<file path="config.mk">
export PLATFORM = sky130hd
export DESIGN_NAME = data_packetizer
export DESIGN_NICKNAME = d
export VERILOG_FILES = /design/src/hdl/record_pkg.sv /design/src/hdl/packet_pkg.sv /design/src/hdl/record_if.sv /design/src/hdl/record_reader.sv /design/src/hdl/byte_serializer.sv /design/src/hdl/data_packetizer.sv
export SDC_FILE = /design/constraint.sdc
export NUM_CORES = 1
export LEC_CHECK = 0
export ABC_AREA = 1
export BUFFER_PORTS_ARGS = -buffer_cell sky130_fd_sc_hd__buf_4
export CORE_MARGIN = 8
export CORE_UTILIZATION = 30
export CTS_BUF_LIST = sky130_fd_sc_hd__clkbuf_8
export CTS_CLUSTER_SIZE = 20
export DETAILED_ROUTE_END_ITERATION = 10
export GPL_ROUTABILITY_DRIVEN = 0
export PLACE_DENSITY = 0.53
export SYNTH_ARGS = -nofsm -noshare
export SYNTH_HDL_FRONTEND = slang
export SYNTH_HIERARCHICAL = 1
export SYNTH_SLANG_ARGS = --single-unit
</file>
<file path="constraint.sdc">
create_clock -name clk210_p -period 10.5 [get_ports clk210_p]
set_clock_uncertainty 0.05 [all_clocks]
set_input_delay 1.575 -clock clk210_p [delete_from_list [all_inputs] [get_ports clk210_p]]
set_output_delay 1.575 -clock clk210_p [all_outputs]
set_load 0.005 [all_outputs]
</file>
<file path="src/hdl/record_pkg.sv">
package record_pkg;

    ////////////////////////////////////////////////////////////////////////////
    // Processed record layout, as it sits in one processing FIFO word
    ////////////////////////////////////////////////////////////////////////////
    localparam int PROC_W      = 108;   // Full FIFO word
    localparam int COUNT_W     = 10;    // FIFO data count
    localparam int PARAM_A_W   = 16;
    localparam int PARAM_C_W   = 8;
    localparam int ERR_W       = 20;    // Signed error, carried as raw bits
    localparam int TS_W        = 64;    // Free running timestamp

    // Field positions, timestamp in the low bits
    localparam int TS_LSB      = 0;
    localparam int ERR_LSB     = TS_LSB + TS_W;         // 64
    localparam int PARAM_C_LSB = ERR_LSB + ERR_W;       // 84
    localparam int PARAM_A_LSB = PARAM_C_LSB + PARAM_C_W; // 92

    typedef logic [PROC_W-1:0]    proc_word_t;
    typedef logic [COUNT_W-1:0]   fifo_count_t;
    typedef logic [PARAM_A_W-1:0] param_a_t;
    typedef logic [PARAM_C_W-1:0] param_c_t;
    typedef logic [ERR_W-1:0]     err_t;
    typedef logic [TS_W-1:0]      time_stamp_t;

    // Reader FSM
    typedef enum logic [1:0] {
        rd_idle,        // Wait for data in the processing FIFO
        rd_read,        // Read strobe is out
        rd_wait_data,   // FIFO output settles, captured at the end of this state
        rd_hold         // Record held until the serializer takes it
    } reader_state_t;

endpackage

</file>
<file path="src/hdl/packet_pkg.sv">
package packet_pkg;

    ////////////////////////////////////////////////////////////////////////////
    // SD card packet layout
    ////////////////////////////////////////////////////////////////////////////
    localparam int BYTE_W    = 8;
    localparam int IDX_W     = 4;       // Enough for a 16 byte packet
    localparam int PKT_BYTES = 16;      // Token, channel, 14 payload bytes

    typedef logic [BYTE_W-1:0] pkt_byte_t;
    typedef logic [IDX_W-1:0]  byte_index_t;

    // Start token, marks the first byte of every packet
    localparam pkt_byte_t BARKER_CODE = 8'hF1;

    // Single detector channel for now
    localparam pkt_byte_t CHANNEL_ID  = 8'd1;

    // Last valid index, used for the end of packet check
    localparam byte_index_t LAST_IDX  = byte_index_t'(PKT_BYTES - 1);

    // Serializer FSM
    // One byte costs present -> strobe -> release, so at least 3 cycles
    typedef enum logic [1:0] {
        ser_idle,       // Wait for a held record
        ser_present,    // Put next byte on sd_din once the SD FIFO has room
        ser_strobe,     // Write enable high for this cycle only
        ser_release     // Write enable low again, decide next byte or done
    } ser_state_t;

endpackage

</file>
<file path="src/hdl/record_if.sv">
// One held record between the reader and the serializer
// rec_valid is a level, rec_take a single cycle pulse
interface record_if import record_pkg::*; ();

    param_a_t    param_a;
    param_c_t    param_c;
    err_t        err;
    time_stamp_t time_stamp;
    logic        rec_valid;     // High while fields are held and stable
    logic        rec_take;      // Serializer has loaded the fields

    modport reader (
        output param_a,
        output param_c,
        output err,
        output time_stamp,
        output rec_valid,
        input  rec_take
    );

    modport serializer (
        input  param_a,
        input  param_c,
        input  err,
        input  time_stamp,
        input  rec_valid,
        output rec_take
    );

endinterface

</file>
<file path="src/hdl/record_reader.sv">
module record_reader import record_pkg::*; (
    input  logic        clk210_p,
    input  logic        reset_p,
    input  fifo_count_t fifo_data_count,
    input  proc_word_t  fifo_dout,
    output logic        fifo_rd_en,
    record_if.reader    rec
);

    reader_state_t state;

    ////////////////////////////////////////////////////////////////////////////
    // Read control
    ////////////////////////////////////////////////////////////////////////////
    always_ff @(posedge clk210_p) begin
        if (reset_p) begin
            state         <= rd_idle;
            fifo_rd_en    <= 1'b0;
            rec.rec_valid <= 1'b0;
        end else begin
            case (state)
                rd_idle: begin
                    // Only fetch when nothing is held, one word per strobe
                    if (!rec.rec_valid && fifo_data_count != '0) begin
                        fifo_rd_en <= 1'b1;
                        state      <= rd_read;
                    end
                end

                rd_read: begin
                    fifo_rd_en <= 1'b0;         // Single cycle strobe
                    state      <= rd_wait_data;
                end

                // FIFO output valid one cycle after the read
                rd_wait_data: begin
                    rec.rec_valid <= 1'b1;      // Fields land at the same edge
                    state         <= rd_hold;
                end

                rd_hold: begin
                    if (rec.rec_take) begin
                        rec.rec_valid <= 1'b0;  // Serializer has its own copy now
                        state         <= rd_idle;
                    end
                end

                default: begin
                    fifo_rd_en <= 1'b0;
                    state      <= rd_idle;
                end
            endcase
        end
    end

    ////////////////////////////////////////////////////////////////////////////
    // Field capture
    ////////////////////////////////////////////////////////////////////////////
    // Word is {param_a, param_c, err, time_stamp}
    always_ff @(posedge clk210_p) begin
        if (state == rd_wait_data) begin
            rec.param_a    <= fifo_dout[PARAM_A_LSB +: PARAM_A_W];  // 107:92
            rec.param_c    <= fifo_dout[PARAM_C_LSB +: PARAM_C_W];  // 91:84
            rec.err        <= fifo_dout[ERR_LSB +: ERR_W];          // 83:64
            rec.time_stamp <= fifo_dout[TS_LSB +: TS_W];            // 63:0
        end
    end

endmodule

</file>
<file path="src/hdl/byte_serializer.sv">
module byte_serializer import packet_pkg::*; (
    input  logic         clk210_p,
    input  logic         reset_p,
    record_if.serializer rec,
    output pkt_byte_t    sd_din,
    output logic         sd_wr_en,
    input  logic         sd_full
);

    ser_state_t  state;
    byte_index_t idx;                   // Next byte to present
    logic        last_byte;             // Byte on sd_din closes the packet
    logic        load;
    pkt_byte_t   pkt_buf [PKT_BYTES];   // Framed packet, byte 0 goes out first

    assign load = (state == ser_idle) && rec.rec_valid;

    ////////////////////////////////////////////////////////////////////////////
    // Packet buffer
    ////////////////////////////////////////////////////////////////////////////
    always_ff @(posedge clk210_p) begin
        if (load) begin
            pkt_buf[0] <= BARKER_CODE;              // Start token
            pkt_buf[1] <= CHANNEL_ID;
            pkt_buf[2] <= rec.param_a[15:8];        // param_a, MSB first
            pkt_buf[3] <= rec.param_a[7:0];
            pkt_buf[4] <= rec.param_c;
            pkt_buf[5] <= {4'h0, rec.err[19:16]};   // Top err nibble, zero padded
            pkt_buf[6] <= rec.err[15:8];
            pkt_buf[7] <= rec.err[7:0];
            // Timestamp fills the last eight bytes, MSB first
            for (int i = 0; i < 8; i++) begin
                pkt_buf[8 + i] <= rec.time_stamp[63 - 8*i -: 8];
            end
        end
    end

    ////////////////////////////////////////////////////////////////////////////
    // Byte stepping and SD FIFO write strobe
    ////////////////////////////////////////////////////////////////////////////
    always_ff @(posedge clk210_p) begin
        if (reset_p) begin
            state        <= ser_idle;
            idx          <= '0;
            last_byte    <= 1'b0;
            sd_din       <= '0;
            sd_wr_en     <= 1'b0;
            rec.rec_take <= 1'b0;
        end else begin
            rec.rec_take <= 1'b0;   // Pulse only
            case (state)
                ser_idle: begin
                    if (load) begin
                        rec.rec_take <= 1'b1;   // Reader may prefetch after this
                        idx          <= '0;
                        state        <= ser_present;
                    end
                end

                ser_present: begin
                    // Full SD FIFO just holds us here, index untouched
                    if (!sd_full) begin
                        sd_din    <= pkt_buf[idx];
                        sd_wr_en  <= 1'b1;
                        last_byte <= (idx == LAST_IDX);
                        idx       <= idx + 1'b1;    // Wraps to 0 after byte 15
                        state     <= ser_strobe;
                    end
                end

                ser_strobe: begin
                    sd_wr_en <= 1'b0;   // Written at this edge, one cycle high
                    state    <= ser_release;
                end

                ser_release: begin
                    if (last_byte) begin
                        state <= ser_idle;      // Whole packet out
                    end else begin
                        state <= ser_present;
                    end
                end

                default: begin
                    sd_wr_en <= 1'b0;
                    state    <= ser_idle;
                end
            endcase
        end
    end

endmodule

</file>
<file path="src/hdl/data_packetizer.sv">
// Processed records to SD card write FIFO, 16 byte packets
module data_packetizer import record_pkg::*, packet_pkg::*; (
    input  logic        clk210_p,
    input  logic        reset_p,

    // Processing FIFO side
    output logic        fifo_rd_en,
    input  fifo_count_t fifo_data_count,
    input  proc_word_t  fifo_dout,

    // SD card write FIFO side
    output pkt_byte_t   sd_din,
    output logic        sd_wr_en,
    input  logic        sd_full
);

    ////////////////////////////////////////////////////////////////////////////
    // Held record between the two stages
    ////////////////////////////////////////////////////////////////////////////
    record_if rec_i ();

    // Stage 1, fetch and hold one record
    record_reader record_reader_i (
        .clk210_p        (clk210_p),
        .reset_p         (reset_p),
        .fifo_data_count (fifo_data_count),
        .fifo_dout       (fifo_dout),
        .fifo_rd_en      (fifo_rd_en),
        .rec             (rec_i.reader)
    );

    // Stage 2, frame and write byte by byte
    byte_serializer byte_serializer_i (
        .clk210_p (clk210_p),
        .reset_p  (reset_p),
        .rec      (rec_i.serializer),
        .sd_din   (sd_din),
        .sd_wr_en (sd_wr_en),
        .sd_full  (sd_full)
    );

endmodule

</file>
==> metrics <==
share of the yosys chip area belonging to registers about four fifths; top-count cell post-synth edfxtp_1; met3 GRT Util just under 4%; GRT Total Usage 10.9%; worst hold slack roughly 0.36 ns; initial antenna violation count 1; mapped cell area around 0.009 mm²; number of global-route vias before repair between 5000 and 6000; Crit-path slowest cell dfxtp_1; worst slew pin tran slightly above 1 ns; delay-heaviest family, CP flip-flops; most frequent cells after synthesis 216 x edfxtp_1, 183 x nand2_1, 74 x inv_1, 40 x nor2_1, 39 x nand3_1; MaxCap Viol Count 0; ys async rst share 0%; routed length per instance about 16 µm; GR peak layer met2; top post-synthesis cells by area edfxtp_1 73%, nand2_1 7.8%, dfxtp_1 4.8%; instance area at placement between 0.01 and 0.015 mm²; CTS tree built; setup TNS 0 ns; # diodes 0; register area about 0.0069 mm²; static leakage between 4 and 5 nW; met1 Resource Use GR 13.0%; Clock Tree Root clkbuf_8; fmax between 300 and 400 MHz; nets ~960; largest area contributor in the netlist edfxtp_1; number of fill cells 2896; Chip Width 188 µm; area delta synth->final 25.3%; crit share post-route between 20 and 30%; via count 5221; Data arrival, critical path about 1.0 ns; Synth cell types 25; Worst-Skew Late Latency roughly 0.54 ns; Starting DRT DRC Count 243; first-pass GRT wire length around 30000 µm; Mean Syn Cell Area approximately 13 µm²; Pre-antenna DRT Iters 5; area of the multi-input gates about 0.0015 mm²; Max-Slew Margin vs Limit 31.9%; final setup fails 0; fin. max-slew vios 0; FF+latch count, synth ~240; largest net degree at the start of global routing 75; Starting Density a little under a third; most used flip-flop cell after synthesis edfxtp_1; RSZ-0062 raised after global routing false; hold buffer count at CTS 0; Crit path buffers/inverters 1; crit path cell chain buf_4; grt total ovfl 0; DRT antenna net count 0; # IOs between 100 and 150; final core utilization 37.8%; maximum vdd drop around 0.00010 V; Ys Warns 6; CP required between 8 and 9 ns; total design power between 2 and 3 mW; Syn Nets 800; Post-synth EDFFs around 220; final wirelength roughly 20000 µm; GR Util met2 18.1%; Worst Hold Class reg -> reg; Resized cells post-CTS 0; crit end category output pin; clk sinks 237; # port buffers 130; Rows 63; Worst Path Max Fanout 2; Synth top area share between 70% and 80%; DRC 0; CTS buffer count 44; Die Height 188 µm; hpwl dp between 10000 and 15000 µm; Largest stage delay, worst path 0.35 ns; Die ar. around 0.035 mm²; # Post-CTS Setup Buffers 0; DR vias/cell roughly 4.2; clk buf depth 3; status complete, no violations; Core ar. about 0.03 mm²; clock-pin transition on the worst setup and hold timing paths approximately 0.060 ns; Hold Violations, Final 0; cell area after layout about 0.011 mm²; Tmin final 2.65 ns; Setup Crit Path Kind reg -> out; Synth Instances 669; PwrDens 230 mW/mm²; share of post-route cells with drive strength above 1 between 20% and 30%; # H-tree levels 2; critical path startpoint category flop
## report_power, final
part / total (mW) / internal (mW) / switching (mW) / leakage [nW]
Clock: 0.850 / 0.475 / 0.375 / 0.475
Combinational: 0.378 / 0.119 / 0.259 / 1.77
Sequential: 1.32 / 1.27 / 0.0483 / 2.15
## per-layer routing
| layer | vias to the layer above | part of all wire [%] |
|---|---|---|
| met4 | 2 | 2.3 |
| li1 | 2591 | - |
| met5 | - | 0.067 |
| met2 | 165 | 47 |
| met3 | 40 | 7.8 |
| met1 | 2423 | 43 |
## sequential cells by signal, indices dropped and copies added, names as in the netlist
signal / count
record_reader_i/rec.rec_valid: 1
byte_serializer_i/pkt_buf: 108
byte_serializer_i/sd_din: 8
record_reader_i/rec.param_a: 16
byte_serializer_i/rec.rec_take: 1
record_reader_i/fifo_rd_en: 1
record_reader_i/rec.err: 20
byte_serializer_i/last_byte: 1
byte_serializer_i/state: 2
byte_serializer_i/idx: 4
byte_serializer_i/sd_wr_en: 1
record_reader_i/state: 2
record_reader_i/rec.param_c: 8
record_reader_i/rec.time_stamp: 64
## metrics by stage
| step | worst slack [ns] | instances |
|---|---|---|
| floorplan | 6.97 | 669 |
| finish | 7.85 | 1255 |
| global placement | 7.92 | 1174 |
| CTS | 7.80 | 1255 |
| detailed placement | 7.88 | 1174 |
| global route | 7.73 | 1255 |
## cell type report
type / instances / share of cell area, %
timing repair buffer: 134 / 9.09
tap: 390 / 4.41
inverter: 79 / 2.70
clock inverter: 36 / 2.09
clock buffer: 45 / 5.59
multi-input combinational: 334 / 13.7
sequential: 237 / 62.4
## cell families (layout without fill, tap and decap cells)
group                      Yosys count  in the layout  share of synthesized area [%]
buffers and inverters               98            294                           4.75
adders and majority gates           10             10                           1.42
AOI/OAI and AO/OA                   51             51                           3.13
DFF                                237            237                           78.2
and+or+nand+nor                    273            273                           12.5
## cell usage in the layout (no fill, tap or decap)
cell type | netlist | routed
nor2_1 | 40 | 40
o21bai_1 | 2 | 2
nand3_2 | 1 | 1
or2_1 | 2 | 2
edfxtp_1 | 216 | 216
nor2_2 | 2 | 2
nand3_1 | 39 | 39
a21boi_0 | 1 | 1
ha_4 | 0 | 1
bufinv_16 | 0 | 3
o211ai_1 | 3 | 3
dfxtp_1 | 21 | 20
clkinv_2 | 0 | 8
clkinv_1 | 1 | 16
buf_4 | 2 | 134
inv_1 | 74 | 82
o21ai_1 | 1 | 1
inv_8 | 0 | 1
inv_4 | 0 | 1
nand2_2 | 1 | 1
ha_1 | 10 | 9
inv_2 | 4 | 4
or2_2 | 5 | 5
dfxtp_2 | 0 | 1
clkbuf_8 | 0 | 45
o21bai_2 | 1 | 1
nand2_1 | 183 | 183
a21oi_1 | 21 | 21
o21ai_0 | 22 | 22
## path summary, 6_finish.rpt
check | cells after the start | slack, ns | startpoint | to
min | 0 | 0.36 | record_reader_i/rec.time_stamp[23] | byte_serializer_i/pkt_buf[13][7]
min reg2reg | 0 | 0.36 | record_reader_i/rec.time_stamp[23] | byte_serializer_i/pkt_buf[13][7]
max reg2reg | 5 | 8.02 | byte_serializer_i/state[0] | byte_serializer_i/pkt_buf[6][6]
max | 1 | 7.85 | byte_serializer_i/sd_din[7] | sd_din[7]
(Power assumes the default switching activity.)
